<file path="src/rtl/ts_pkg.sv">
package ts_pkg;

	// ~~~~~~~~~~~~~~~~~~~~~~~~~~~~~~~~~~~~~~~~~~~~~~~~~~~~~~~~~~~~~~~~~~~~
	// Packet geometry
	// ~~~~~~~~~~~~~~~~~~~~~~~~~~~~~~~~~~~~~~~~~~~~~~~~~~~~~~~~~~~~~~~~~~~~
	localparam int pkt_bytes = 188;
	localparam int pkt_words = pkt_bytes / 4;
	localparam logic [7:0] sync_byte = 8'h47;
	localparam int pid_w = 13;

	// Register map, byte addresses
	localparam logic [11:0] adr_ctrl = 12'h000;
	localparam logic [11:0] adr_pid0 = 12'h004;
	localparam logic [11:0] adr_pid1 = 12'h008;
	localparam logic [11:0] adr_count = 12'h00C;
	localparam logic [11:0] adr_buf0 = 12'h400;
	localparam logic [11:0] adr_buf1 = 12'h800;

	typedef struct packed {
		logic [7:0] data;
		logic valid;
		logic [7:0] pos;
		logic last;
	} ts_beat_t;

	typedef struct packed {
		logic [pid_w-1:0] pid;
		logic pid_valid;
	} ts_hdr_t;

	// PID register as the channel decodes it
	typedef struct packed {
		logic [14:0] pad1;
		logic enable;
		logic [2:0] pad0;
		logic [pid_w-1:0] pid;
	} pid_fields_t;

	typedef union packed {
		logic [31:0] raw;
		pid_fields_t fields;
	} pid_reg_u;

	typedef struct packed {
		logic [15:0] pkt_count;
		logic [31:0] rd_data;
	} cap_status_t;

	typedef struct packed {
		logic cyc;
		logic stb;
		logic we;
		logic [11:0] adr;
		logic [31:0] dat_w;
		logic [3:0] sel;
	} wb_req_t;

	typedef struct packed {
		logic ack;
		logic [31:0] dat_r;
	} wb_rsp_t;

endpackage

</file>
<file path="src/rtl/pid_capture.sv">
`timescale 1ns/1ps

module pid_capture (
	input logic clk,
	input logic rst_n,
	input ts_pkg::ts_beat_t beat,
	input ts_pkg::ts_hdr_t hdr,
	input ts_pkg::pid_reg_u pid_cfg,
	input logic match_en,
	input logic [5:0] buf_adr,
	output ts_pkg::cap_status_t status
);
	import ts_pkg::*;

	// Two packet banks, rd_sel picks the one the host sees
	logic [31:0] bank [2][pkt_words];
	logic rd_sel;
	logic keep;
	logic [15:0] pkt_count;
	logic [31:0] rd_q;
	logic [5:0] wr_word;
	logic [1:0] wr_lane;
	logic hit;
	logic pkt_done;

	assign wr_word = beat.pos[7:2];
	assign wr_lane = beat.pos[1:0];

	// All three enables must agree before a packet is kept
	assign hit = match_en && pid_cfg.fields.enable && (hdr.pid == pid_cfg.fields.pid);
	assign pkt_done = beat.valid && beat.last && keep;

	// ~~~~~~~~~~~~~~~~~~~~~~~~~~~~~~~~~~~~~~~~~~~~~~~~~~~~~~~~~~~~~~~~~~~~
	// Fill side
	// ~~~~~~~~~~~~~~~~~~~~~~~~~~~~~~~~~~~~~~~~~~~~~~~~~~~~~~~~~~~~~~~~~~~~

	// Every beat lands in the fill bank, little-endian lanes
	always_ff @(posedge clk) begin
		if (beat.valid)
			bank[!rd_sel][wr_word][8*wr_lane +: 8] <= beat.data;
	end

	always_ff @(posedge clk) begin
		if (!rst_n) begin
			keep <= 1'b0;
			rd_sel <= 1'b0;
			pkt_count <= '0;
		end else begin
			if (beat.valid && beat.pos == 8'd0) begin
				// A fresh start drops any decision from a cut packet
				keep <= 1'b0;
			end else if (hdr.pid_valid) begin
				keep <= hit;
			end else if (pkt_done) begin
				keep <= 1'b0;
				rd_sel <= !rd_sel;
				pkt_count <= pkt_count + 16'd1;
			end
		end
	end

	// ~~~~~~~~~~~~~~~~~~~~~~~~~~~~~~~~~~~~~~~~~~~~~~~~~~~~~~~~~~~~~~~~~~~~
	// Read side
	// ~~~~~~~~~~~~~~~~~~~~~~~~~~~~~~~~~~~~~~~~~~~~~~~~~~~~~~~~~~~~~~~~~~~~

	// One cycle read latency, words past the packet read as zero
	always_ff @(posedge clk) begin
		if (buf_adr < 6'(pkt_words))
			rd_q <= bank[rd_sel][buf_adr];
		else
			rd_q <= '0;
	end

	assign status = '{pkt_count: pkt_count, rd_data: rd_q};

endmodule

</file>
<file path="config.mk">
export PLATFORM = sky130hd
export DESIGN_NAME = pid_capture
export DESIGN_NICKNAME = d
export VERILOG_FILES = /design/src/rtl/ts_pkg.sv /design/src/rtl/pid_capture.sv
export SDC_FILE = /design/constraint.sdc
export NUM_CORES = 2
export LEC_CHECK = 0
export BUFFER_PORTS_ARGS = -buffer_cell sky130_fd_sc_hd__buf_4
export CAP_MARGIN = 15
export CORE_UTILIZATION = 57
export DETAILED_ROUTE_END_ITERATION = 10
export PLACE_DENSITY = 0.8
export REMOVE_ABC_BUFFERS = 1
export SYNTH_ARGS = -nofsm -noshare
export SYNTH_HDL_FRONTEND = slang
export SYNTH_SLANG_ARGS = --single-unit
</file>
<file path="constraint.sdc">
create_clock -name clk -period 3.75 [get_ports clk]
set_input_delay 1.125 -clock clk [delete_from_list [all_inputs] [get_ports clk]]
set_output_delay 1.125 -clock clk [all_outputs]
set_load 0.01 [all_outputs]
</file>
==> run metrics <==
Tcrit/Tclk final between 90% and 100%; number of fill cells 12490; Avg Synthesized Cell Area 20.4 sq um; Worst setup EP type register; die width 459 microns; grt ovf 0; Num Clock Sinks 3059; hold-critical path depth 3; DRC errors left 0; first-pass GRT wire length between 400000 and 500000 microns; # IOs roughly 120; largest net degree at the start of global routing 95; area leader, netlist edfxtp_1; Setup violations, final 0; CORE AREA slightly above 200000 sq um; critical path type register to register; CTS tree yes; clk buf depth 4; Placer Congestion ~0.92; minimum clock period 3590 ps; initial DRC count 9611; Post-CTS Resized 0; cell area power density roughly 510 nW/um^2; max cap viols 0; Starting Density a little under three fifths; Seq/Total Area, Yosys approximately 77%; Cell Area, Synth 119000 sq um; Critical Path Start Type register; synth warn 0; row cnt 167; number of vias per cell 6.76; Yosys reg bits 3059; worst reg-to-reg setup slack 160 ps; Max Clk Rate 279 MHz; DP Area 127000 sq um; R2R depth 9; hpwl dp 193000 microns; vias in the first global route 64879; initial antenna violation count 19; Worst-Skew Late Latency 940 ps; Port Buffer Count 102; Leak 41.8 nW; Die Y 459 microns; 1st-pass router iterations 8; EDFF count, synth 3008; RSZ-0062 raised after global routing no; status finished, final reports clean; cts hold-fix bufs 0; Reg clk slew, reported paths 60 ps; setup TNS 0 ps; Worst slew margin roughly 25%; Final Non-Filler Cells 9564; Max VDD drop approximately 520 uV; Post-synth ARST share 0%; Slew @ Worst Pin 1120 ps; Main synth FF type edfxtp_1; Detailed Route WL around 320000 microns; r2r endpoint rd_q[12]; Setup Skew about 50 ps; layout net count 6623; cell count after synthesis 5823; Hold Crit Class primary input to register; Design Area, Final 137000 sq um; critical path fanouts, max 22; die area 211000 sq um; post-CTS setup repair buffer count 0; total number of vias 64658; root buffer cell clkbuf_16; synthesis-to-finish area growth 14.9%; Final Max Slew Viols 0; Final Util about two thirds; Hold EP keep; Netlist cell types 59; antenna-violating nets left 0; gr usage total 30.4%; CP arrival ~4400 ps; placed cell count 9025; drt wl/cell 33.4 microns; fraction of layout cells with a size suffix above 1 28.2%; Hold Fails Final Rpt 0; Yosys top cell area share 75.9%; TritonCTS buffer count about 300; most area-consuming cells after synthesis edfxtp_1, mux4_2, mux2i_1; H-tree depth 5; CP required 4530 ps; beginning of the worst hold path hdr[0]
kinds of logic (layout without fill, tap and decap cells):
kind of cell,Yosys count,after routing,synth area share [%]
buf+inv,364,1308,1.80
mux,997,997,15.1
flops,3059,3059,76.8
other cells,0,9,0
xor+xnor,26,26,0.191
compound gates,557,557,3.26
fa+ha+maj,5,5,0.0526
simple gates,815,815,2.85
synth_stat cells, drive strengths merged, types with 23 or more instances:
cell / number
edfxtp: 3008
mux4: 634
nor2: 415
mux2i: 326
nand2: 267
buf: 202
clkbuf: 155
a21oi: 140
a22oi: 93
a221oi: 60
o21ai: 57
dfxtp: 51
and2: 49
a311oi: 44
mux2: 37
a31oi: 27
o32ai: 26
nor2b: 24
a211oi: 23
worst max-delay path by stage:
| stage | startpoint | to | slack (ps) | depth (start not counted) |
|---|---|---|---|---|
| 2_1_floorplan | register | rd_q[28] | -33280 | 5 |
| 3_3_place_gp | buf_adr[0] | rd_q[12] | -190 | 9 |
| 3_5_place_dp | buf_adr[0] | rd_q[12] | -190 | 9 |
| 4_1_cts | register | rd_q[12] | 30 | 9 |
| 5_1_grt | register | rd_q[12] | 200 | 9 |
| 6_report | register | rd_q[12] | 160 | 9 |
registers in the layout, summed over array words and instances, names as in the netlist, named ones only:
signal / cells
bank: 3008
keep: 1
rd_q: 32
rd_sel: 1
pkt_count: 16
through the flow:
| stage | hold slack [ps] | total power (W) | setup slack (ps) |
|---|---|---|---|
| floorplan | 519 | 0.0399 | -33280 |
| global placement | 509 | 0.0408 | -189 |
| detailed placement | 527 | 0.0409 | -191 |
| CTS | 453 | 0.0701 | 27.8 |
| global route | 494 | 0.0714 | 204 |
| finish | 499 | 0.0701 | 159 |
critical path, stage by stage (launching register included):
cell and delay, ps:
dfxtp_4 630, buf_12 220, buf_12 220, buf_4 240
mux4_2 510, a21oi_1 220, a311oi_1 140, a2111oi_1 920
buf_4 240, o32ai_1 70
area by class of cell:
| class | instances | area, sq um | area share (%) |
|---|---|---|---|
| inverters | 7 | 36.3 | 0.0265 |
| flip-flops and latches | 3059 | 91400 | 66.8 |
| multi-input cells | 2400 | 25700 | 18.8 |
| clock inverters | 142 | 1340 | 0.979 |
| well taps | 2788 | 3490 | 2.55 |
| clock buffers | 388 | 8180 | 5.98 |
| diodes | 9 | 22.5 | 0.0165 |
| repair buffers | 771 | 6690 | 4.89 |
per-layer routing:
layer | global-route usage, % | share of wire [%] | vias up | routed length, microns
met5 | 0 | 0.034 | - | 110
met4 | 16.8 | 6.7 | 12 | 21400
met3 | 8.27 | 14 | 1026 | 43900
met2 | 46.8 | 47 | 5309 | 149000
met1 | 39.7 | 33 | 32930 | 106000
li1 | - | - | 25381 | -
power breakdown:
part / leakage [nW] / internal (W) / switching (W)
clock network: 4.65 / 0.0172 / 0.0126
logic: 11.0 / 0.000913 / 0.00186
registers: 26.1 / 0.0375 / 0.0000711
cells in the final DEF, fill, tap and decap left out, types with 37 or more instances in the layout:
cell type	Yosys	final
clkinv_2	0	44
clkbuf_1	155	67
buf_4	37	698
clkbuf_16	0	312
o21ai_0	51	51
a21oi_1	140	140
mux4_2	634	634
a22oi_1	93	93
nor2_1	415	411
mux2_2	37	37
a311oi_1	43	43
nand2_1	267	261
buf_12	7	71
edfxtp_1	3008	3008
clkinv_1	0	61
mux2i_1	326	326
a221oi_1	60	60
dfxtp_1	51	50
Power figures use the tool's default switching activity.
