`src/rtl/ts_pkg.sv`:
```
package ts_pkg;

	// ~~~~~~~~~~~~~~~~~~~~~~~~~~~~~~~~~~~~~~~~~~~~~~~~~~~~~~~~~~~~~~~~~~~~
	// Packet geometry
	// ~~~~~~~~~~~~~~~~~~~~~~~~~~~~~~~~~~~~~~~~~~~~~~~~~~~~~~~~~~~~~~~~~~~~
	localparam int pkt_bytes = 188;
	localparam int pkt_words = pkt_bytes / 4;
	localparam logic [7:0] sync_byte = 8'h47;
	localparam int pid_w = 13;

	// Register map, byte addresses
	localparam logic [11:0] adr_ctrl = 12'h000;
	localparam logic [11:0] adr_pid0 = 12'h004;
	localparam logic [11:0] adr_pid1 = 12'h008;
	localparam logic [11:0] adr_count = 12'h00C;
	localparam logic [11:0] adr_buf0 = 12'h400;
	localparam logic [11:0] adr_buf1 = 12'h800;

	typedef struct packed {
		logic [7:0] data;
		logic valid;
		logic [7:0] pos;
		logic last;
	} ts_beat_t;

	typedef struct packed {
		logic [pid_w-1:0] pid;
		logic pid_valid;
	} ts_hdr_t;

	// PID register as the channel decodes it
	typedef struct packed {
		logic [14:0] pad1;
		logic enable;
		logic [2:0] pad0;
		logic [pid_w-1:0] pid;
	} pid_fields_t;

	typedef union packed {
		logic [31:0] raw;
		pid_fields_t fields;
	} pid_reg_u;

	typedef struct packed {
		logic [15:0] pkt_count;
		logic [31:0] rd_data;
	} cap_status_t;

	typedef struct packed {
		logic cyc;
		logic stb;
		logic we;
		logic [11:0] adr;
		logic [31:0] dat_w;
		logic [3:0] sel;
	} wb_req_t;

	typedef struct packed {
		logic ack;
		logic [31:0] dat_r;
	} wb_rsp_t;

endpackage

```
`src/rtl/wb_regs.sv`:
```
`timescale 1ns/1ps

module wb_regs (
	input logic clk,
	input logic rst_n,
	input ts_pkg::wb_req_t wb_req,
	output ts_pkg::wb_rsp_t wb_rsp,
	output logic match_en,
	output ts_pkg::pid_reg_u pid_cfg0,
	output ts_pkg::pid_reg_u pid_cfg1,
	output logic [5:0] buf_adr,
	input ts_pkg::cap_status_t status0,
	input ts_pkg::cap_status_t status1
);
	import ts_pkg::*;

	logic req;
	logic start;
	logic stage1;
	logic ack_q;
	logic [31:0] rd_mux;
	logic [31:0] dat_q;

	function automatic logic [31:0] lane_merge(
		input logic [31:0] old_w,
		input logic [31:0] new_w,
		input logic [3:0] sel
	);
		logic [31:0] res;
		res = old_w;
		for (int i = 0; i < 4; i++) begin
			if (sel[i])
				res[8*i +: 8] = new_w[8*i +: 8];
		end
		return res;
	endfunction

	assign req = wb_req.cyc && wb_req.stb;
	// No new access while one is still in the pipeline
	assign start = req && !stage1 && !ack_q;
	assign buf_adr = wb_req.adr[7:2];

	// ~~~~~~~~~~~~~~~~~~~~~~~~~~~~~~~~~~~~~~~~~~~~~~~~~~~~~~~~~~~~~~~~~~~~
	// Two-stage ack pipeline
	// ~~~~~~~~~~~~~~~~~~~~~~~~~~~~~~~~~~~~~~~~~~~~~~~~~~~~~~~~~~~~~~~~~~~~
	always_ff @(posedge clk) begin
		if (!rst_n) begin
			stage1 <= 1'b0;
			ack_q <= 1'b0;
		end else begin
			stage1 <= start;
			ack_q <= stage1 && req;
		end
	end

	// Count and buffer addresses fall to the default branch on writes
	always_ff @(posedge clk) begin
		if (!rst_n) begin
			match_en <= 1'b0;
			pid_cfg0 <= '0;
			pid_cfg1 <= '0;
		end else if (start && wb_req.we) begin
			case (wb_req.adr[11:2])
				adr_ctrl[11:2]: begin
					if (wb_req.sel[0])
						match_en <= wb_req.dat_w[0];
				end
				adr_pid0[11:2]: pid_cfg0.raw <= lane_merge(pid_cfg0.raw, wb_req.dat_w, wb_req.sel);
				adr_pid1[11:2]: pid_cfg1.raw <= lane_merge(pid_cfg1.raw, wb_req.dat_w, wb_req.sel);
				default: ;
			endcase
		end
	end

	// Channel buffer words arrive registered one cycle into the access
	always_comb begin
		rd_mux = '0;
		case (wb_req.adr[11:8])
			adr_buf0[11:8]: rd_mux = status0.rd_data;
			adr_buf1[11:8]: rd_mux = status1.rd_data;
			4'h0: begin
				case (wb_req.adr[7:2])
					adr_ctrl[7:2]: rd_mux = {31'b0, match_en};
					adr_pid0[7:2]: rd_mux = pid_cfg0.raw;
					adr_pid1[7:2]: rd_mux = pid_cfg1.raw;
					adr_count[7:2]: rd_mux = {status1.pkt_count, status0.pkt_count};
					default: rd_mux = '0;
				endcase
			end
			default: rd_mux = '0;
		endcase
	end

	always_ff @(posedge clk) begin
		if (stage1)
			dat_q <= rd_mux;
	end

	assign wb_rsp = '{ack: ack_q, dat_r: dat_q};

endmodule

```
`config.mk`:
```
export PLATFORM = sky130hd
export DESIGN_NAME = wb_regs
export DESIGN_NICKNAME = d
export VERILOG_FILES = /design/src/rtl/ts_pkg.sv /design/src/rtl/wb_regs.sv
export SDC_FILE = /design/constraint.sdc
export NUM_CORES = 1
export LEC_CHECK = 0
export ABC_AREA = 1
export BUFFER_PORTS_ARGS = -buffer_cell sky130_fd_sc_hd__buf_2
export CORE_MARGIN = 2
export CORE_UTILIZATION = 35
export CTS_CLUSTER_SIZE = 12
export DETAILED_ROUTE_END_ITERATION = 8
export PLACE_DENSITY = 0.73
export RECOVER_POWER = 100
export REMOVE_ABC_BUFFERS = 1
export SYNTH_ARGS = -nofsm -noshare
export SYNTH_HDL_FRONTEND = slang
export SYNTH_SLANG_ARGS = --single-unit
```
`constraint.sdc`:
```
create_clock -name clk -period 5 [get_ports clk]
set_clock_uncertainty 0.2 [all_clocks]
set_input_delay 0.5 -clock clk [delete_from_list [all_inputs] [get_ports clk]]
set_output_delay 0.5 -clock clk [all_outputs]
set_load 0.05 [all_outputs]
```
==> results of run 1 <==
[per-stage QoR]
stage / hold slack (ns) / TNS (ns)
after floorplan: 0.418 / -10.65
after global placement: 0.232 / 0
after detailed placement: 0.245 / 0
after CTS: 0.205 / 0
after global routing: 0.241 / 0
final: 0.227 / 0
[routing by layer]
layer,global-route usage,wire (um),up-vias
li1,-,-,2976
met1,0.257,7380,2663
met2,0.357,8330,252
met3,0.0399,1330,24
met4,0.0710,327,0
met5,0,0,-
[path summary, 6_finish.rpt]
check	from	to	slack (ns)
setup / recovery	stage1	pid_cfg1[31]	1.80
hold / removal	wb_req[49]	ack_q	0.23
setup reg to reg	stage1	pid_cfg1[31]	1.80
hold reg to reg	ack_q	stage1	0.26
[logic make-up after synthesis]
kind of cell / Yosys count
AO/OA/AOI/OAI: 71
buffers and inverters: 153
flip-flops: 99
AND/OR/NAND/NOR: 475
[worst max-delay path, delay by kind of cell, from the launching register on]
family	cells	cell delay [ns]
AND/OR/NAND/NOR	6	0.99
buffers and inverters	1	0.28
flip-flops	1	1.64
[placed cells by master, fill, tap and decap left out, drive strengths merged]
| cell type | count |
|---|---|
| a21oi | 65 |
| nand3 | 162 |
| dfxtp | 67 |
| nand2 | 195 |
| nand3b | 4 |
| nor2 | 100 |
| o21ai | 6 |
| bufinv | 1 |
| buf | 153 |
| nand4 | 13 |
| nor4 | 1 |
| clkbuf | 117 |
| diode | 1 |
| clkinv | 3 |
| edfxtp | 32 |
| inv | 91 |
[state kept, by name, summed over array words and instances, names as in the netlist]
register	count
ack_q	1
dat_q	32
pid_cfg0	32
match_en	1
stage1	1
pid_cfg1	32
[final cells by class]
| type | instances | area, um2 |
|---|---|---|
| sequential | 99 | 2300 |
| multi-input combinational | 546 | 2470 |
| clock inverter | 4 | 50.0 |
| antenna | 1 | 2.50 |
| tap | 188 | 235 |
| fill | 1661 | 8370 |
| clock buffer | 12 | 246 |
| inverter | 91 | 342 |
| timing repair buffer | 258 | 1180 |
[power by group through the flow]
| stage | combinational [mW] | sequential, mW | clock (mW) |
|---|---|---|---|
| 2_1_floorplan | 0.0628 | 0.868 | 0 |
| 3_3_place_gp | 0.179 | 0.858 | 0 |
| 3_5_place_dp | 0.182 | 0.858 | 0 |
| 4_1_cts | 0.182 | 0.840 | 0.726 |
| 5_1_grt | 0.197 | 0.840 | 0.763 |
| 6_report | 0.178 | 0.840 | 0.708 |
==> metrics, run 1 <==
unique cell type count in the Yosys netlist=23; placed insts=1,182; most frequent cell after synthesis=nand2_1; sequential share of the synthesized area=0.422; dpl hpwl=11.7 mm; Final min period=3.20 ns; Syn Inst Count=798; TritonCTS clock tree=yes; initial antenna violation count=1; Setup Crit Path Kind=flop to flop; Remaining Overflow, GRT=0; static leakage=3.11 nW; Post-Synth XOR/XNOR Area=0; Req. time, crit path=5.07 ns; Worst path most repeated cell=nor2_1; total of max-cap violations=2; placement-stage cell area=6680 um2; Avg Vias per Cell=4.93; area delta synth->final=25.3%; compound-gate portion of the synthesized area=0.0652; Commonest cells post-synth=nand2_1, nand3_1, nor2_1, inv_1, dfxtp_1; Pwr per Cell Area=253 nW/um2; Final Power=1.73 mW; via count=5,915; Hold Path Depth=3; synthesized area per cell=6.83 um2; sw frac=0.246; setup violators final=0; CP max stage delay=1.64 ns; Post-DRT Antenna Nets=0; Global Route Usage Sum=0.206; Power Internal=1.30 mW; initial drt markers=244; largest net degree at the start of global routing=68; Ys Warns=0; share of layout cells above drive strength 1=0.180; first-pass GRT wire length=26.6 mm; drt first pass iters=4; H-Tree Depth=3; design area=6830 um2; worst path cell trace=nor2_1 -> nand3b_1 -> nor2_1 -> buf_4 -> nand3_1 -> nand2_1 -> nor2_1; post-place setup slack=2.01 ns; number of flops mapped to enable cells by yosys=32; Die Ht=129 um; sw power=0.424 mW; main area contributors after synthesis=dfxtp_1, edfxtp_1, nand3_1; post-synthesis adder-cell area fraction=0; final worst setup slack=1.80 ns; drt wl/cell=14.5 um; clk sink count=99; Simple-Gate Fraction of Synth Area=0.386; Clk network pwr share=0.410; post-CTS setup buffer count=0; GPL Wtd Cong=0.780; # DRC=0; Comb pwr share=0.103; FF-to-FF path depth=7; Mapped Area=5450 um2; RSZ-0062 raised after global routing=no; die width=129 um; failing checks=max-capacitance violations, max-slew violations; Ports=253; Worst Setup Start Kind=flop; Final Hold Vio Count=0; non-filler cells, final=1,199; area leader, netlist=dfxtp_1; CTS Hold Bufs=0; CTS Buffer Depth=2; pin slew with the least headroom to its limit=2.39 ns; later-pin clock latency in the skew report=0.34 ns; Clock Pin Slew Worst Setup and Hold Paths=0.07 ns; flops & latches, synth=99; fin util=0.449; CP arrival=3.28 ns; post-CTS sizing=0; # rows=45; main combinational cell family by area after synthesis=simple AND/OR/NAND/NOR gates; Rel. slew slack=-0.596; Initial Util=0.359; asr flop ratio synth=0; Max Slew Vio Count=69; power share of the sequential group=0.487; Layout Nets=1,154; max frequency=312 MHz; maximum VDD drop=0.135 mV; PortBufs=250; die area=16,600 um2; crit end category=flop; post-synth top area share=0.246; cts bufs inserted=9; dominant synthesized flop cell=dfxtp_1; worst min-delay path class=input pin to flop; period utilization=0.641; clock tree root buffer cell=clkbuf_16; Slowest-stage cell, CP=dfxtp_1; vias in the first global route=5,214; final wirelength=17.4 mm; post-synthesis mux area share=0; core box area=15,200 um2; status=finished, violations left; worst-path maximum fanout=35
(Power assumes the default switching activity.)
==> run 2: changes to the inputs <==
- PLACE_DENSITY: 0.73 -> 0.75
- clock period: 5 -> 2.75 ns (I/O delays scaled with it)
==> run 2 against run 1 <==
The flow now finishes without violations; combinational power rose by 94%; non-clock buffer count rose by 9; critical path depth rose by 1; wire length rose by 1.3%; sequential cell count did not move; largest cell class unchanged.
==> metrics, run 2 (synthesis gave the netlist of run 1 again) <==
drt wl/cell=14.6 um (+0.56%); die width=129 um (unchanged); setup violators final=0 (unchanged); Final Hold Vio Count=0 (unchanged); Avg Vias per Cell=4.91 (-0.46%); vias in the first global route=5,351 (+2.6%); Clock Pin Slew Worst Setup and Hold Paths=0.06 ns (about the same); cts bufs inserted=9 (unchanged); Rel. slew slack=0.283 (+0.879); Global Route Usage Sum=0.207 (+0.000772); max frequency=480 MHz; Layout Nets=1,163 (+0.78%); H-Tree Depth=3 (unchanged); period utilization=0.757; Die Ht=129 um (unchanged); PortBufs=250 (unchanged); CP arrival=2.09 ns (-1.19 ns); static leakage=3.17 nW (+2.0%); initial antenna violation count=1 (unchanged); core box area=15,200 um2 (unchanged); Fillers=1,680 (+1.1%); share of layout cells above drive strength 1=0.185 (+0.00528); Req. time, crit path=2.76 ns (-2.31 ns); Setup Crit Path Kind=input pin to flop; clock tree root buffer cell=clkbuf_16; Worst Setup Start Kind=input pin; post-CTS sizing=0 (unchanged); initial drt markers=260 (+6.6%); post-place setup slack=0.791 ns (-1.21 ns); commonest non-fill, non-tap cells in the layout=nand2_1, nand3_1, buf_2; later-pin clock latency in the skew report=0.34 ns (about the same); drt first pass iters=5 (+1); crit end category=flop; CTS Buffer Depth=2 (unchanged); final wirelength=17.6 mm (+1.3%); total of max-cap violations=0 (-2); Max Slew Vio Count=0 (-100%); clk sink count=99 (unchanged); TritonCTS clock tree=yes; dpl hpwl=12.3 mm (+5.9%); post-CTS setup buffer count=0 (unchanged); worst-path maximum fanout=18 (-49%); via count=5,932 (+0.29%); final worst setup slack=0.669 ns (-1.13 ns); Post-DRT Antenna Nets=0 (unchanged); # rows=45 (unchanged); largest net degree at the start of global routing=65 (-4.4%); pin slew with the least headroom to its limit=1.08 ns (-1.31 ns); GPL Wtd Cong=0.759 (-2.7%); area delta synth->final=28.0%; RSZ-0062 raised after global routing=no; Final min period=2.08 ns; # DRC=0 (unchanged); Final Power=3.34 mW (+93%); WHS=0.0316 ns (-0.196 ns); Remaining Overflow, GRT=0 (unchanged); status=finished, final reports clean; commonest non-fill, non-tap cell in the layout=nand2_1; Pwr per Cell Area=479 nW/um2 (+89%); die area=16,600 um2 (unchanged); Ports=253 (unchanged); worst min-delay path class=input pin to flop; maximum VDD drop=0.254 mV (+88%); first-pass GRT wire length=26.9 mm (+1.3%); CTS Hold Bufs=0 (unchanged); Initial Util=0.359 (unchanged); Largest regs=dat_q x32, pid_cfg0 x32, pid_cfg1 x32
run 2: cell types whose count changed in the layout (fill, tap and decap cells not counted), sizes merged:
cell / change
bufinv: +2
clkbuf: +9
clkinv: -2
clkinvlp: +1
inv: -1
run 2: critical path: stages:
cell	delay, ns
clkbuf_1	0.14
inv_1	0.12
nor2_4	0.37
clkbuf_1	0.76
nand3_1	0.14
nand2_1	0.15
inv_1	0.05
nand3_1	0.07
run 2: path summary, 6_finish.rpt:
| check | start | end | slack, ns | depth (start not counted) |
|---|---|---|---|---|
| hold reg to reg | ack_q | stage1 | 0.28 | 1 |
| setup reg to reg | ack_q | pid_cfg0[26] | 0.73 | 7 |
| hold / removal | wb_req[49] | ack_q | 0.03 | 3 |
| setup / recovery | wb_req[47] | dat_q[21] | 0.67 | 8 |
run 2: layer usage:
layer	GRT usage	wire length, um	vias up
met3	0.0399	1250	16
li1	-	-	2993
met2	0.351	8380	226
met1	0.266	7740	2697
met4	0.0684	222	0
met5	0	0	-
run 2: where the power goes:
| group | internal, mW | total, mW | switching, mW | leakage [nW] |
|---|---|---|---|---|
| Combinational | 0.128 | 0.346 | 0.218 | 2.13 |
| Clock | 0.916 | 1.48 | 0.559 | 0.163 |
| Sequential | 1.51 | 1.52 | 0.00231 | 0.876 |
| Total | 2.56 | 3.34 | 0.779 | 3.17 |
run 2: stage by stage:
step | instance area (um2) | setup TNS (ns) | util | std cells
global placement | 6800 | 0 | 0.447 | 1191
floorplan | 5100 | -179.06 | - | 736
detailed placement | 6800 | 0 | 0.447 | 1191
finish | 6980 | 0 | 0.459 | 1208
CTS | 7140 | 0 | 0.470 | 1207
global route | 6980 | 0 | 0.459 | 1208
run 2: layout make-up:
| cell class | instances | area (um2) | area share |
|---|---|---|---|
| multi-input combinational | 546 | 2480 | 0.355 |
| sequential | 99 | 2300 | 0.330 |
| timing repair buffer | 267 | 1270 | 0.183 |
| inverter | 91 | 342 | 0.0490 |
| clock buffer | 12 | 246 | 0.0353 |
| tap | 188 | 235 | 0.0337 |
| clock inverter | 4 | 97.6 | 0.0140 |
| antenna | 1 | 2.50 | 0.000359 |
