--- src/rtl/ts_pkg.sv ---
package ts_pkg;

	// ~~~~~~~~~~~~~~~~~~~~~~~~~~~~~~~~~~~~~~~~~~~~~~~~~~~~~~~~~~~~~~~~~~~~
	// Packet geometry
	// ~~~~~~~~~~~~~~~~~~~~~~~~~~~~~~~~~~~~~~~~~~~~~~~~~~~~~~~~~~~~~~~~~~~~
	localparam int pkt_bytes = 188;
	localparam int pkt_words = pkt_bytes / 4;
	localparam logic [7:0] sync_byte = 8'h47;
	localparam int pid_w = 13;

	// Register map, byte addresses
	localparam logic [11:0] adr_ctrl = 12'h000;
	localparam logic [11:0] adr_pid0 = 12'h004;
	localparam logic [11:0] adr_pid1 = 12'h008;
	localparam logic [11:0] adr_count = 12'h00C;
	localparam logic [11:0] adr_buf0 = 12'h400;
	localparam logic [11:0] adr_buf1 = 12'h800;

	typedef struct packed {
		logic [7:0] data;
		logic valid;
		logic [7:0] pos;
		logic last;
	} ts_beat_t;

	typedef struct packed {
		logic [pid_w-1:0] pid;
		logic pid_valid;
	} ts_hdr_t;

	// PID register as the channel decodes it
	typedef struct packed {
		logic [14:0] pad1;
		logic enable;
		logic [2:0] pad0;
		logic [pid_w-1:0] pid;
	} pid_fields_t;

	typedef union packed {
		logic [31:0] raw;
		pid_fields_t fields;
	} pid_reg_u;

	typedef struct packed {
		logic [15:0] pkt_count;
		logic [31:0] rd_data;
	} cap_status_t;

	typedef struct packed {
		logic cyc;
		logic stb;
		logic we;
		logic [11:0] adr;
		logic [31:0] dat_w;
		logic [3:0] sel;
	} wb_req_t;

	typedef struct packed {
		logic ack;
		logic [31:0] dat_r;
	} wb_rsp_t;

endpackage

--- src/rtl/ts_header_parser.sv ---
`timescale 1ns/1ps

module ts_header_parser (
	input logic clk,
	input logic rst_n,
	input logic [7:0] ts_data,
	input logic ts_valid,
	input logic ts_sync,
	output ts_pkg::ts_beat_t beat,
	output ts_pkg::ts_hdr_t hdr
);
	import ts_pkg::*;

	localparam logic [7:0] last_pos = 8'(pkt_bytes - 1);

	logic in_pkt;
	logic [7:0] pos_cnt;
	logic [7:0] byte1;
	logic start;
	logic take;

	// A sync flag alone is not enough, the byte must be the marker too
	assign start = ts_valid && ts_sync && (ts_data == sync_byte);
	assign take = ts_valid && in_pkt && !start;

	// ~~~~~~~~~~~~~~~~~~~~~~~~~~~~~~~~~~~~~~~~~~~~~~~~~~~~~~~~~~~~~~~~~~~~
	// Alignment FSM, pos_cnt is the position of the next byte
	// ~~~~~~~~~~~~~~~~~~~~~~~~~~~~~~~~~~~~~~~~~~~~~~~~~~~~~~~~~~~~~~~~~~~~
	always_ff @(posedge clk) begin
		if (!rst_n) begin
			in_pkt <= 1'b0;
			pos_cnt <= '0;
		end else if (start) begin
			in_pkt <= 1'b1;
			pos_cnt <= 8'd1;
		end else if (take) begin
			if (pos_cnt == last_pos) begin
				in_pkt <= 1'b0;
				pos_cnt <= '0;
			end else begin
				pos_cnt <= pos_cnt + 8'd1;
			end
		end
	end

	// Registered beat and header outputs
	always_ff @(posedge clk) begin
		if (!rst_n) begin
			beat <= '0;
			hdr <= '0;
		end else begin
			beat.valid <= start || take;
			beat.data <= ts_data;
			beat.pos <= start ? 8'd0 : pos_cnt;
			beat.last <= take && (pos_cnt == last_pos);
			hdr.pid_valid <= take && (pos_cnt == 8'd2);
			if (take && pos_cnt == 8'd2)
				hdr.pid <= {byte1[4:0], ts_data};
		end
	end

	// Byte 1 carries the upper PID bits
	always_ff @(posedge clk) begin
		if (take && pos_cnt == 8'd1)
			byte1 <= ts_data;
	end

endmodule

--- config.mk ---
export PLATFORM = sky130hd
export DESIGN_NAME = ts_header_parser
export DESIGN_NICKNAME = d
export VERILOG_FILES = /design/src/rtl/ts_pkg.sv /design/src/rtl/ts_header_parser.sv
export SDC_FILE = /design/constraint.sdc
export NUM_CORES = 1
export LEC_CHECK = 0
export ABC_CLOCK_PERIOD_IN_PS = 1800
export BUFFER_PORTS_ARGS = -buffer_cell sky130_fd_sc_hd__buf_2
export CORE_MARGIN = 3
export CORE_UTILIZATION = 35
export CTS_CLUSTER_DIAMETER = 200
export CTS_CLUSTER_SIZE = 20
export DETAILED_ROUTE_END_ITERATION = 10
export PLACE_DENSITY_LB_ADDON = 0.2
export SKIP_LAST_GASP = 1
export SYNTH_ARGS = -nofsm -noshare
export SYNTH_HDL_FRONTEND = slang
export SYNTH_SLANG_ARGS = --single-unit
--- constraint.sdc ---
create_clock -name clk -period 1.8 [get_ports clk]
set_clock_uncertainty 0.1 [all_clocks]
set_input_delay 0.36 -clock clk [delete_from_list [all_inputs] [get_ports clk]]
set_output_delay 0.36 -clock clk [all_outputs]
set_load 0.02 [all_outputs]
==> summary.txt, run 1 <==
Outcome
  – Status: complete, no violations

Worst hold path
  – Hold path start: ts_data[3]
  – Hold Path End: byte1[3]
  – Hold Crit Class: in -> reg
  – Hold Path Depth: 1

Finish
  – Register area: around 970 µm²
  – Area Overhead vs Synth: 27.9%
  – Most common cell after layout, fill and taps aside: buf_2
  – Final-layout fill cell count: between 400 and 500
  – Nets: 249
  – Ant. Diodes: 0
  – Cell area after layout: about 0.0022 mm²
  – Most frequent cells in the layout: buf_2, dfxtp_1, nand2_1, nand3_1, buf_4
  – Area of the multi-input gates: around 700 µm²
  – Fraction of layout cells with a size suffix above 1: 34.0%

Pwr
  – Net Switching: 0.000382 W
  – Reg power frac: 60.1%
  – Sw Share: between 20% and 30%
  – P per Cell Area: 792 mW/mm²
  – Peak VDD IR: 0.438 mV
  – Pleak: between 0.9 and 1 nW
  – Logic gate share of total power: 5.7%
  – Internal power: 0.00137 W
  – Clock share of power: 34.2%

Die
  – Vert. Die Dim: 76.2 µm
  – I/O pin count: 44
  – Row count: 24
  – Die Wd: 76.2 µm
  – Initial Utilization: 37.8%
  – Core box area: around 0.0046 mm²
  – Die Area: 0.00580 mm²

Yosys
  – Yosys top cell by area: dfxtp_1
  – Synth Instances: 176
  – Post-synth cell types: 32
  – Dominant cells by area after synthesis: dfxtp_1, edfxtp_1, nand3_1
  – Mapped Area: 0.00172 mm²
  – Seq/Total Area, Yosys: 56.3%
  – Yosys warning count: 0
  – Net Count, Synth: 191
  – Seq cells post-synth: 46
  – Syn Area/Cell: just under 10 µm²
  – Synth top area share: 47.6%

Timing
  – Crit share post-route: about 90%
  – Slew headroom: 71.3%
  – Endpoints failing setup: 0
  – Worst Hold Slack: 0.163 ns
  – Slew Viols, Final: 0
  – Slew of the pin with the lowest slew margin: between 0.4 and 0.5 ns
  – RSZ-0062 raised after global routing: no
  – Tmin final: 1.63 ns
  – Final hold vios: 0
  – Final WS setup: ~0.17 ns
  – Fmax: approximately 610 MHz

Setup path
  – Critical path's slowest cell: or4b_1
  – WS Path Type: reg -> reg
  – WP buf/inv: 1
  – CP startpoint kind: register
  – R2R depth: 5
  – Reg-to-reg slack, setup: around 0.17 ns
  – Worst Path Arrival: roughly 1.8 ns
  – Reg-to-reg endpoint: pos_cnt[4]
  – Worst r2r src: in_pkt
  – CP peak stage delay: 0.49 ns
  – Top delay family on crit path: simple AND/OR/NAND/NOR gates
  – Critical-path cell list: and2_1 > o41ai_2 > buf_4 > or4b_1 > a31oi_1
  – Crit Path Max Fanout: 3
  – Worst setup EP type: register
  – Worst endpoint required time: around 1.9 ns

Drt
  – Final ANT Viol Nets: 0
  – Via/cell ratio: 4.75
  – First DRT Iteration DRCs: 67
  – Vias post-DR: 1426
  – Drt wl/cell: 12.9 µm
  – Drt first pass iters: 4
  – Post-Route WL: 3860 µm
  – Drc violations: 0

Placed design
  – Port Buffers: between 40 and 50
  – GP Congestion: around 0.80
  – Post-DP Area: 0.00212 mm²
  – Pre-CTS setup slack: -0.130 ns
  – Hpwl dp: 2770 µm

Clocking
  – Worst-path clk slew: about 0.080 ns
  – CTS max path bufs: 2
  – CTS tree: yes
  – TritonCTS buffer count: 5
  – Clock Root Buffer: clkbuf_8
  – Sink Count: 46
  – Clk Latency, worst-skew pair: 0.29 ns
  – Htree depth: 2
  – # hold bufs at CTS: 0

Flow run
  – Max_cap viols: 0

Global route
  – First-pass GRT wire length: about 6600 µm
  – Gr usage total: around 14%
  – Vias in the first global route: 1365
  – Largest net degree at the start of global routing: 26
  – Antenna violations before repair: 0
  – Gr ovfl total: 0
[power groups by stage]
stage | Combinational [W] | Clock, W | Sequential, W
final | 0.000100 | 0.000597 | 0.00105
after CTS | 0.000101 | 0.000622 | 0.00105
after detailed placement | 0.000101 | 0 | 0.00107
after floorplan | 0.0000287 | 0 | 0.00109
after global routing | 0.000111 | 0.000671 | 0.00105
after global placement | 0.000101 | 0 | 0.00107
[area by class of cell]
cell class,instances,share of cell area [%]
sequential,46,44.0
multi-input combinational,115,31.2
timing repair buffer,62,16.8
tap,65,3.69
clock buffer,8,3.63
inverter,4,0.681
[cells in the mapped netlist]
cell type	count
xor2_1	1
and4_1	2
inv_1	3
o21ai_2	8
a311oi_1	2
or4_1	1
and2_1	10
a31oi_1	3
o21ai_0	8
buf_4	1
clkbuf_1	4
a22oi_1	1
clkinv_1	1
ha_1	3
a21oi_1	9
nor2_1	10
nor4_2	1
buf_6	1
nand3_1	19
nor3_1	5
or4b_1	1
buf_2	4
nand2_1	18
and3_1	8
o31a_1	1
or2_1	1
nand4_1	1
o41ai_2	1
dfxtp_1	41
edfxtp_1	5
nand4bb_1	1
clkbuf_2	1
[layer usage]
metal | vias to the layer above | global-route usage [%] | share of wire, %
li1 | 734 | - | -
met1 | 649 | 18.4 | 48
met2 | 41 | 21.6 | 45
met3 | 2 | 5.20 | 6.2
met4 | 0 | 4.35 | 0.39
met5 | - | 0 | 0
[flip-flops by register name, indices dropped and copies added, names as in the netlist]
| name | cells |
|---|---|
| pos_cnt | 8 |
| beat | 18 |
| byte1 | 5 |
| hdr | 14 |
| in_pkt | 1 |
[worst max path at each step]
stage	startpoint	to	cells past startpoint
floorplan	ts_data[3]	beat[3]	5
global placement	ts_data[3]	hdr[7]	5
detailed placement	ts_data[3]	hdr[5]	5
CTS	pos_cnt[7]	byte1[2]	4
global route	pos_cnt[0]	pos_cnt[3]	5
finish	in_pkt	pos_cnt[4]	5
[metrics by stage]
step / std cells / power [W] / setup TNS [ns] / utilization, %
after floorplan: 176 / 0.00112 / 0 / -
after global placement: 292 / 0.00117 / -1.33 / 46.4
after detailed placement: 292 / 0.00118 / -1.76 / 46.4
after CTS: 300 / 0.00177 / 0 / 48.1
after global routing: 300 / 0.00183 / 0 / 48.3
final: 300 / 0.00175 / 0 / 48.3
[kinds of logic after synthesis]
| group | after synthesis | synth area share, % |
|---|---|---|
| buffers and inverters | 15 | 4.28 |
| AND/OR/NAND/NOR | 78 | 23.7 |
| XOR/XNOR | 1 | 0.508 |
| flip-flops | 46 | 56.3 |
| adder cells (fa/ha/maj) | 3 | 2.18 |
| AO/OA/AOI/OAI | 33 | 13.0 |
[timing repair]
item	CTS	global route
buffers inserted	0	0
setup endpoints to repair	0	18
resized for setup	0	3
Note: power is estimated with default switching activity, not from simulation.
==> run 2: changes to the inputs <==
--- a/config.mk
+++ b/config.mk
@@ -12,8 +12,10 @@
 export CTS_CLUSTER_DIAMETER = 200
 export CTS_CLUSTER_SIZE = 20
 export DETAILED_ROUTE_END_ITERATION = 10
-export PLACE_DENSITY_LB_ADDON = 0.2
+export MAX_ROUTING_LAYER = met4
+export PLACE_DENSITY = 0.65
 export SKIP_LAST_GASP = 1
 export SYNTH_ARGS = -nofsm -noshare
 export SYNTH_HDL_FRONTEND = slang
 export SYNTH_SLANG_ARGS = --single-unit
+export TNS_END_PERCENT = 50
==> run 2 against run 1 <==
Against the previous run:
- maximum frequency increased by 0.91%
- highest routed layer unchanged
- final area increased by 2.1%
- count of clock-buffer cells in the layout decreased by 1
- combinational power increased by 6%
- core utilization increased by 1.0 points
- sequential power about the same
- hold slack got worse by 0.0031 ns
==> summary.txt, run 2 (same netlist as run 1, synthesis figures left out) <==
Outcome
  – Status: complete, no violations (unchanged)

Finish
  – Most common cell after layout, fill and taps aside: buf_2 (unchanged)
  – Most flops, register: beat (unchanged)
  – Cell area after layout: 0.00225 mm² (was 0.00221 mm²)
  – Biggest registers after layout: beat x18, hdr x14, pos_cnt x8 (unchanged)
  – Nets: 252 (was 249)
  – Final-layout fill cell count: 468 (unchanged)
  – Area Overhead vs Synth: 30.6% (was 27.9%)
  – Ant. Diodes: 0 (unchanged)
  – Largest register FFs: 18 (unchanged)
  – Fraction of layout cells with a size suffix above 1: 34.9% (was 34.0%)
  – Most frequent cells in the layout: buf_2, dfxtp_1, buf_4, nand2_1, nand3_1 (was buf_2, dfxtp_1, nand2_1, nand3_1, buf_4)

Clocking
  – TritonCTS buffer count: 5 (unchanged)
  – Clk Latency, worst-skew pair: 0.30 ns (was 0.29 ns)
  – Htree depth: 2 (unchanged)
  – CTS tree: yes (unchanged)
  – Sink Count: 46 (unchanged)
  – Worst-path clk slew: 0.08 ns (about the same)
  – # hold bufs at CTS: 0 (unchanged)
  – CTS max path bufs: 2 (unchanged)
  – Clock Root Buffer: clkbuf_8 (unchanged)
  – Postcts setup bufs: 0 (unchanged)

Die
  – Initial Utilization: 37.8% (unchanged)
  – Vert. Die Dim: 76.2 µm (unchanged)
  – Core box area: 0.00456 mm² (unchanged)
  – Die Area: 0.00580 mm² (unchanged)
  – Row count: 24 (unchanged)
  – Die Wd: 76.2 µm (unchanged)
  – I/O pin count: 44 (unchanged)

Global route
  – Met1 Use GR: 18.8% (was 18.4%)
  – Global-route track usage on met2: 22.3% (was 21.6%)
  – Global routing's busiest layer: met2 (unchanged)
  – Vias in the first global route: 1351 (was 1365)
  – Met3 GRT Util: 4.61% (was 5.20%)
  – First-pass GRT wire length: 6670 µm (was 6610 µm)
  – Gr ovfl total: 0 (unchanged)
  – Antenna violations before repair: 0 (unchanged)
  – Gr usage total: 14.9% (was 14.1%)
  – Largest net degree at the start of global routing: 16 (was 26)

Placed design
  – Post-DP Area: 0.00214 mm² (was 0.00212 mm²)
  – GP Congestion: 0.795 (was 0.799)
  – Port Buffers: 43 (unchanged)
  – Pre-CTS setup slack: -0.150 ns (was -0.130 ns)
  – Hpwl dp: 2850 µm (was 2770 µm)

Timing
  – Crit share post-route: 89.7% (was 90.5%)
  – Slew Viols, Final: 0 (unchanged)
  – Slew headroom: 71.6% (was 71.3%)
  – RSZ-0062 raised after global routing: no (unchanged)
  – Slew of the pin with the lowest slew margin: 0.425 ns (was 0.426 ns)
  – Endpoints failing setup: 0 (unchanged)
  – Final hold vios: 0 (unchanged)
  – Fmax: 619 MHz (was 614 MHz)
  – Final WS setup: 0.186 ns (was 0.171 ns)
  – Tmin final: 1.61 ns (was 1.63 ns)

Setup path
  – Critical-path cell list: nor4_2 > nand3_1 > nor2_1 (was and2_1 > o41ai_2 > buf_4 > or4b_1 > a31oi_1)
  – Critical path's slowest cell: nor4_2 (was or4b_1)
  – WS Path Type: reg -> reg (unchanged)
  – Crit Path Max Fanout: 5 (was 3)
  – R2R depth: 3 (was 5)
  – Worst endpoint required time: 1.65 ns (was 1.93 ns)
  – WP buf/inv: 0 (was 1)
  – Top delay family on crit path: simple AND/OR/NAND/NOR gates (unchanged)
  – Worst Path Arrival: 1.47 ns (was 1.75 ns)
  – CP startpoint kind: register (unchanged)
  – CP peak stage delay: 0.37 ns (was 0.49 ns)
  – Levels on crit path: 3 (was 5)
  – Worst setup EP type: register (unchanged)

Pwr
  – P per Cell Area: 846 mW/mm² (was 792 mW/mm²)
  – Pleak: 0.972 nW (was 0.943 nW)
  – Peak VDD IR: 0.287 mV (was 0.438 mV)

Worst hold path
  – Hold Path Depth: 1 (unchanged)
  – Hold Crit Class: in -> reg (unchanged)

Drt
  – First DRT Iteration DRCs: 61 (was 67)
  – Final ANT Viol Nets: 0 (unchanged)
  – Via/cell ratio: 4.75 (about the same)
  – Vias post-DR: 1440 (was 1426)
  – Drt wl/cell: 13.0 µm (was 12.9 µm)
  – Post-Route WL: 3940 µm (was 3860 µm)
  – Drc violations: 0 (unchanged)
  – Drt first pass iters: 4 (unchanged)

Flow run
  – Max_cap viols: 0 (unchanged)
[run 2: cell types whose count changed in the layout (fill, tap and decap cells not counted)]
cell and change:
buf_4 +3, bufinv_16 +1, clkbuf_1 -1, nor2_1 +1
nor2_2 -1
[run 2: final timing paths]
check	slack, ns	end	startpoint
max	0.19	byte1[3]	pos_cnt[7]
min	0.16	byte1[3]	ts_data[3]
max reg2reg	0.19	byte1[3]	pos_cnt[7]
min reg2reg	0.36	hdr[3]	hdr[3]
[run 2: metrics by stage]
step | power [W] | instances | util (%) | hold WS (ns) | setup TNS [ns]
finish | 0.00190 | 303 | 49.3 | 0.160 | 0
global route | 0.00198 | 303 | 49.3 | 0.137 | 0
CTS | 0.00192 | 303 | 49.2 | 0.150 | 0
detailed placement | 0.00118 | 295 | 46.9 | 0.355 | -2.00
global placement | 0.00118 | 295 | 46.9 | 0.351 | -1.00
floorplan | 0.00112 | 176 | - | 0.359 | 0
[run 2: cell type report]
cell class              count  area, µm²  area share, %
repair buffers             65        393           17.4
multi-input cells         115        686           30.4
clock buffers               7       76.3           3.39
clock inverters             1       30.0           1.33
flip-flops and latches     46        971           43.1
well taps                  65       81.3           3.61
inverters                   4       15.0          0.667
[run 2: metal layers]
layer | vias up | share of wire, %
met5 | - | 0
met4 | 0 | 1.7
met3 | 6 | 5.5
met2 | 41 | 46
met1 | 650 | 46
li1 | 743 | -
[run 2: report_power, final]
group | leakage (nW) | internal [W] | switching, W | total (W)
logic | 0.542 | 0.0000474 | 0.0000588 | 0.000106
registers | 0.377 | 0.00105 | 0.00000381 | 0.00105
clock network | 0.0524 | 0.000415 | 0.000332 | 0.000748
[run 2: what timing repair did]
action | CTS | global route
gates resized for setup | 0 | 2
setup endpoints to repair | 0 | 12
hold endpoints to repair | 0 | 0
==> run 3: changes to the inputs <==
--- a/config.mk
+++ b/config.mk
@@ -5,7 +5,7 @@
 export SDC_FILE = /design/constraint.sdc
 export NUM_CORES = 1
 export LEC_CHECK = 0
-export ABC_CLOCK_PERIOD_IN_PS = 1800
+export ABC_CLOCK_PERIOD_IN_PS = 2000
 export BUFFER_PORTS_ARGS = -buffer_cell sky130_fd_sc_hd__buf_2
 export CORE_MARGIN = 3
 export CORE_UTILIZATION = 35
@@ -13,7 +13,7 @@
 export CTS_CLUSTER_SIZE = 20
 export DETAILED_ROUTE_END_ITERATION = 10
 export MAX_ROUTING_LAYER = met4
-export PLACE_DENSITY = 0.65
+export PLACE_DENSITY = 0.63
 export SKIP_LAST_GASP = 1
 export SYNTH_ARGS = -nofsm -noshare
 export SYNTH_HDL_FRONTEND = slang
==> constraint.sdc (replaced) <==
create_clock -name clk -period 2 [get_ports clk]
set_clock_uncertainty 0.1 [all_clocks]
set_input_delay 0.4 -clock clk [delete_from_list [all_inputs] [get_ports clk]]
set_output_delay 0.4 -clock clk [all_outputs]
set_load 0.02 [all_outputs]
==> run 3 against run 2 <==
Against the previous run:
- hold slack improved by 0.058 ns
- non-clock buffer count is 12 lower
- global-route usage shrank 0.52 points
- setup slack improved by 0.073 ns
- routed wire length shrank 3.5%
- total power fell by 14%
- cell count is 4.0% lower
- critical path depth increased by 2
- via count is 1.6% lower
- die area is the same
- sequential power decreased by 9.9%
- critical path type unchanged
- largest cell class unchanged
==> summary.txt, run 3 (same netlist as run 1, synthesis figures left out) <==
Die
  – Die Area: 0.00580 mm² (unchanged)
  – Row count: 24 (unchanged)
  – Core box area: 0.00456 mm² (unchanged)
  – I/O pin count: 44 (unchanged)
  – Initial Utilization: 37.8% (unchanged)
  – Vert. Die Dim: 76.2 µm (unchanged)
  – Die Wd: 76.2 µm (unchanged)

Clocking
  – CTS tree: yes (unchanged)
  – CTS max path bufs: 2 (unchanged)
  – # hold bufs at CTS: 0 (unchanged)
  – Clock Root Buffer: clkbuf_8 (unchanged)
  – Htree depth: 2 (unchanged)
  – Clk Latency, worst-skew pair: 0.29 ns (was 0.30 ns)
  – Post-CTS sizing: 0 (unchanged)
  – Sink Count: 46 (unchanged)
  – TritonCTS buffer count: 5 (unchanged)
  – Postcts setup bufs: 0 (unchanged)
  – Worst-path clk slew: 0.08 ns (about the same)

Setup path
  – R2R depth: 5 (was 3)
  – Reg-to-reg slack, setup: 0.26 ns (was 0.19 ns)
  – CP startpoint kind: register (unchanged)
  – Critical-path cell list: ha_1 > and4_1 > nand3_1 > o21ai_0 > a311oi_1 (was nor4_2 > nand3_1 > nor2_1)
  – Reg-to-reg endpoint: pos_cnt[7] (was byte1[3])
  – Worst endpoint required time: 2.09 ns (was 1.65 ns)
  – CP peak stage delay: 0.37 ns (about the same)
  – WS Path Type: reg -> reg (unchanged)
  – Critical path's slowest cell: dfxtp_1 (was nor4_2)
  – Crit Path Max Fanout: 8 (was 5)
  – Worst r2r src: pos_cnt[0] (was pos_cnt[7])
  – Worst Path Arrival: 1.83 ns (was 1.47 ns)
  – Top delay family on crit path: simple AND/OR/NAND/NOR gates (unchanged)
  – WP buf/inv: 0 (unchanged)
  – Worst setup EP type: register (unchanged)

Timing
  – Endpoints failing setup: 0 (unchanged)
  – Crit share post-route: 87.1% (was 89.7%)
  – RSZ-0062 raised after global routing: no (unchanged)
  – Final hold vios: 0 (unchanged)
  – Slew of the pin with the lowest slew margin: 0.474 ns (was 0.425 ns)
  – Slew Viols, Final: 0 (unchanged)
  – Worst Hold Slack: 0.218 ns (was 0.160 ns)
  – Final WS setup: 0.259 ns (was 0.186 ns)
  – Tmin final: 1.74 ns (was 1.61 ns)
  – Fmax: 574 MHz (was 619 MHz)
  – Slew headroom: 68.4% (was 71.6%)
  – Setup tns final: 0 ns (unchanged)

Pwr
  – Sw Share: 20.7% (about the same)
  – P per Cell Area: 764 mW/mm² (was 846 mW/mm²)
  – Clock share of power: 37.3% (was 39.3%)
  – PnR Total Power: 0.00163 W (was 0.00190 W)
  – Peak VDD IR: 0.333 mV (was 0.287 mV)
  – Net Switching: 0.000339 W (was 0.000395 W)
  – Pleak: 0.907 nW (was 0.972 nW)
  – Logic gate share of total power: 4.8% (was 5.6%)
  – Internal power: 0.00129 W (was 0.00151 W)
  – Reg power frac: 57.9% (was 55.2%)

Worst hold path
  – Hold path start: ts_data[3] (unchanged)
  – Hold Path Depth: 1 (unchanged)
  – Hold Path End: byte1[3] (unchanged)
  – Hold Crit Class: in -> reg (unchanged)

Drt
  – First DRT Iteration DRCs: 61 (unchanged)
  – Drt first pass iters: 4 (unchanged)
  – Post-Route WL: 3800 µm (was 3940 µm)
  – Drc violations: 0 (unchanged)
  – Drt wl/cell: 13.0 µm (about the same)
  – Via/cell ratio: 4.87 (was 4.75)
  – Final ANT Viol Nets: 0 (unchanged)
  – Vias post-DR: 1417 (was 1440)

Finish
  – Largest register FFs: 18 (unchanged)
  – Area Overhead vs Synth: 24.0% (was 30.6%)
  – Area of the multi-input gates: 679 µm² (was 686 µm²)
  – Nets: 240 (was 252)
  – Ant. Diodes: 0 (unchanged)
  – Cell area after layout: 0.00214 mm² (was 0.00225 mm²)
  – Most flops, register: beat (unchanged)
  – Biggest registers after layout: beat x18, hdr x14, pos_cnt x8 (unchanged)
  – Fraction of layout cells with a size suffix above 1: 30.5% (was 34.9%)
  – Most common cell after layout, fill and taps aside: buf_2 (unchanged)
  – Final-layout fill cell count: 480 (was 468)
  – Most frequent cells in the layout: buf_2, dfxtp_1, nand3_1, nand2_1 (was buf_2, dfxtp_1, buf_4, nand2_1, nand3_1)
  – Register area: 971 µm² (unchanged)

Global route
  – First-pass GRT wire length: 6630 µm (was 6670 µm)
  – Gr ovfl total: 0 (unchanged)
  – Largest net degree at the start of global routing: 20 (was 16)
  – Gr usage total: 14.4% (was 14.9%)
  – Antenna violations before repair: 0 (unchanged)
  – Vias in the first global route: 1365 (was 1351)

Placed design
  – Pre-CTS setup slack: 0.00153 ns (was -0.150 ns)
  – Post-DP Area: 0.00204 mm² (was 0.00214 mm²)
  – Hpwl dp: 2850 µm (about the same)
  – Port Buffers: 43 (unchanged)
  – GP Congestion: 0.773 (was 0.795)

Outcome
  – Status: complete, no violations (unchanged)

Flow run
  – Max_cap viols: 0 (unchanged)
## run 3: cell count changes in the layout (fill, tap and decap cells not counted)
cell / delta
nand3_2: -1
buf_12: -1
clkbuf_16: +1
bufinv_16: -1
and2_1: +1
nand3_1: +1
and2_2: -1
buf_4: -11
## run 3: worst max path at each step
| stage | startpoint | to | slack (ns) | cells after the start |
|---|---|---|---|---|
| after floorplan | ts_data[3] | beat[3] | 0.22 | 5 |
| after global placement | ts_data[3] | hdr[4] | 0.05 | 5 |
| after detailed placement | ts_data[3] | hdr[4] | 0.002 | 5 |
| after CTS | pos_cnt[7] | hdr[4] | 0.25 | 4 |
| after global routing | pos_cnt[0] | pos_cnt[7] | 0.14 | 5 |
| final | pos_cnt[0] | pos_cnt[7] | 0.26 | 5 |
## run 3: power by group through the flow
stage | Combinational [W] | Clock [W] | Sequential [W]
6_report | 0.0000781 | 0.000609 | 0.000946
2_1_floorplan | 0.0000258 | 0 | 0.000982
3_3_place_gp | 0.0000784 | 0 | 0.000968
4_1_cts | 0.0000789 | 0.000630 | 0.000946
5_1_grt | 0.0000863 | 0.000675 | 0.000947
3_5_place_dp | 0.0000788 | 0 | 0.000968
## run 3: area by class of cell
cell class | instances | share of cell area, %
Timing Repair Buffer | 53 | 13.6
Tap cell | 65 | 3.80
Clock buffer | 8 | 4.74
Multi-Input combinational cell | 115 | 31.8
Sequential cell | 46 | 45.4
Inverter | 4 | 0.702
## run 3: per-stage QoR
stage	util, %	std cells
3_3_place_gp	44.6	283
3_5_place_dp	44.6	283
4_1_cts	46.8	291
6_report	46.8	291
5_1_grt	46.8	291
2_1_floorplan	-	176
## run 3: layer usage
metal / GRT usage, % / vias up / share of wire (%)
met5: - / - / 0
met4: 5.98 / 0 / 1.5
met3: 2.72 / 8 / 3.0
met2: 22.3 / 27 / 47
met1: 18.4 / 662 / 48
li1: - / 720 / -
## run 3: worst reg2reg max path: stages, from the launching register on
cell	delay, ns
dfxtp_1	0.37
ha_1	0.24
and4_1	0.23
nand3_1	0.26
o21ai_0	0.15
a311oi_1	0.30
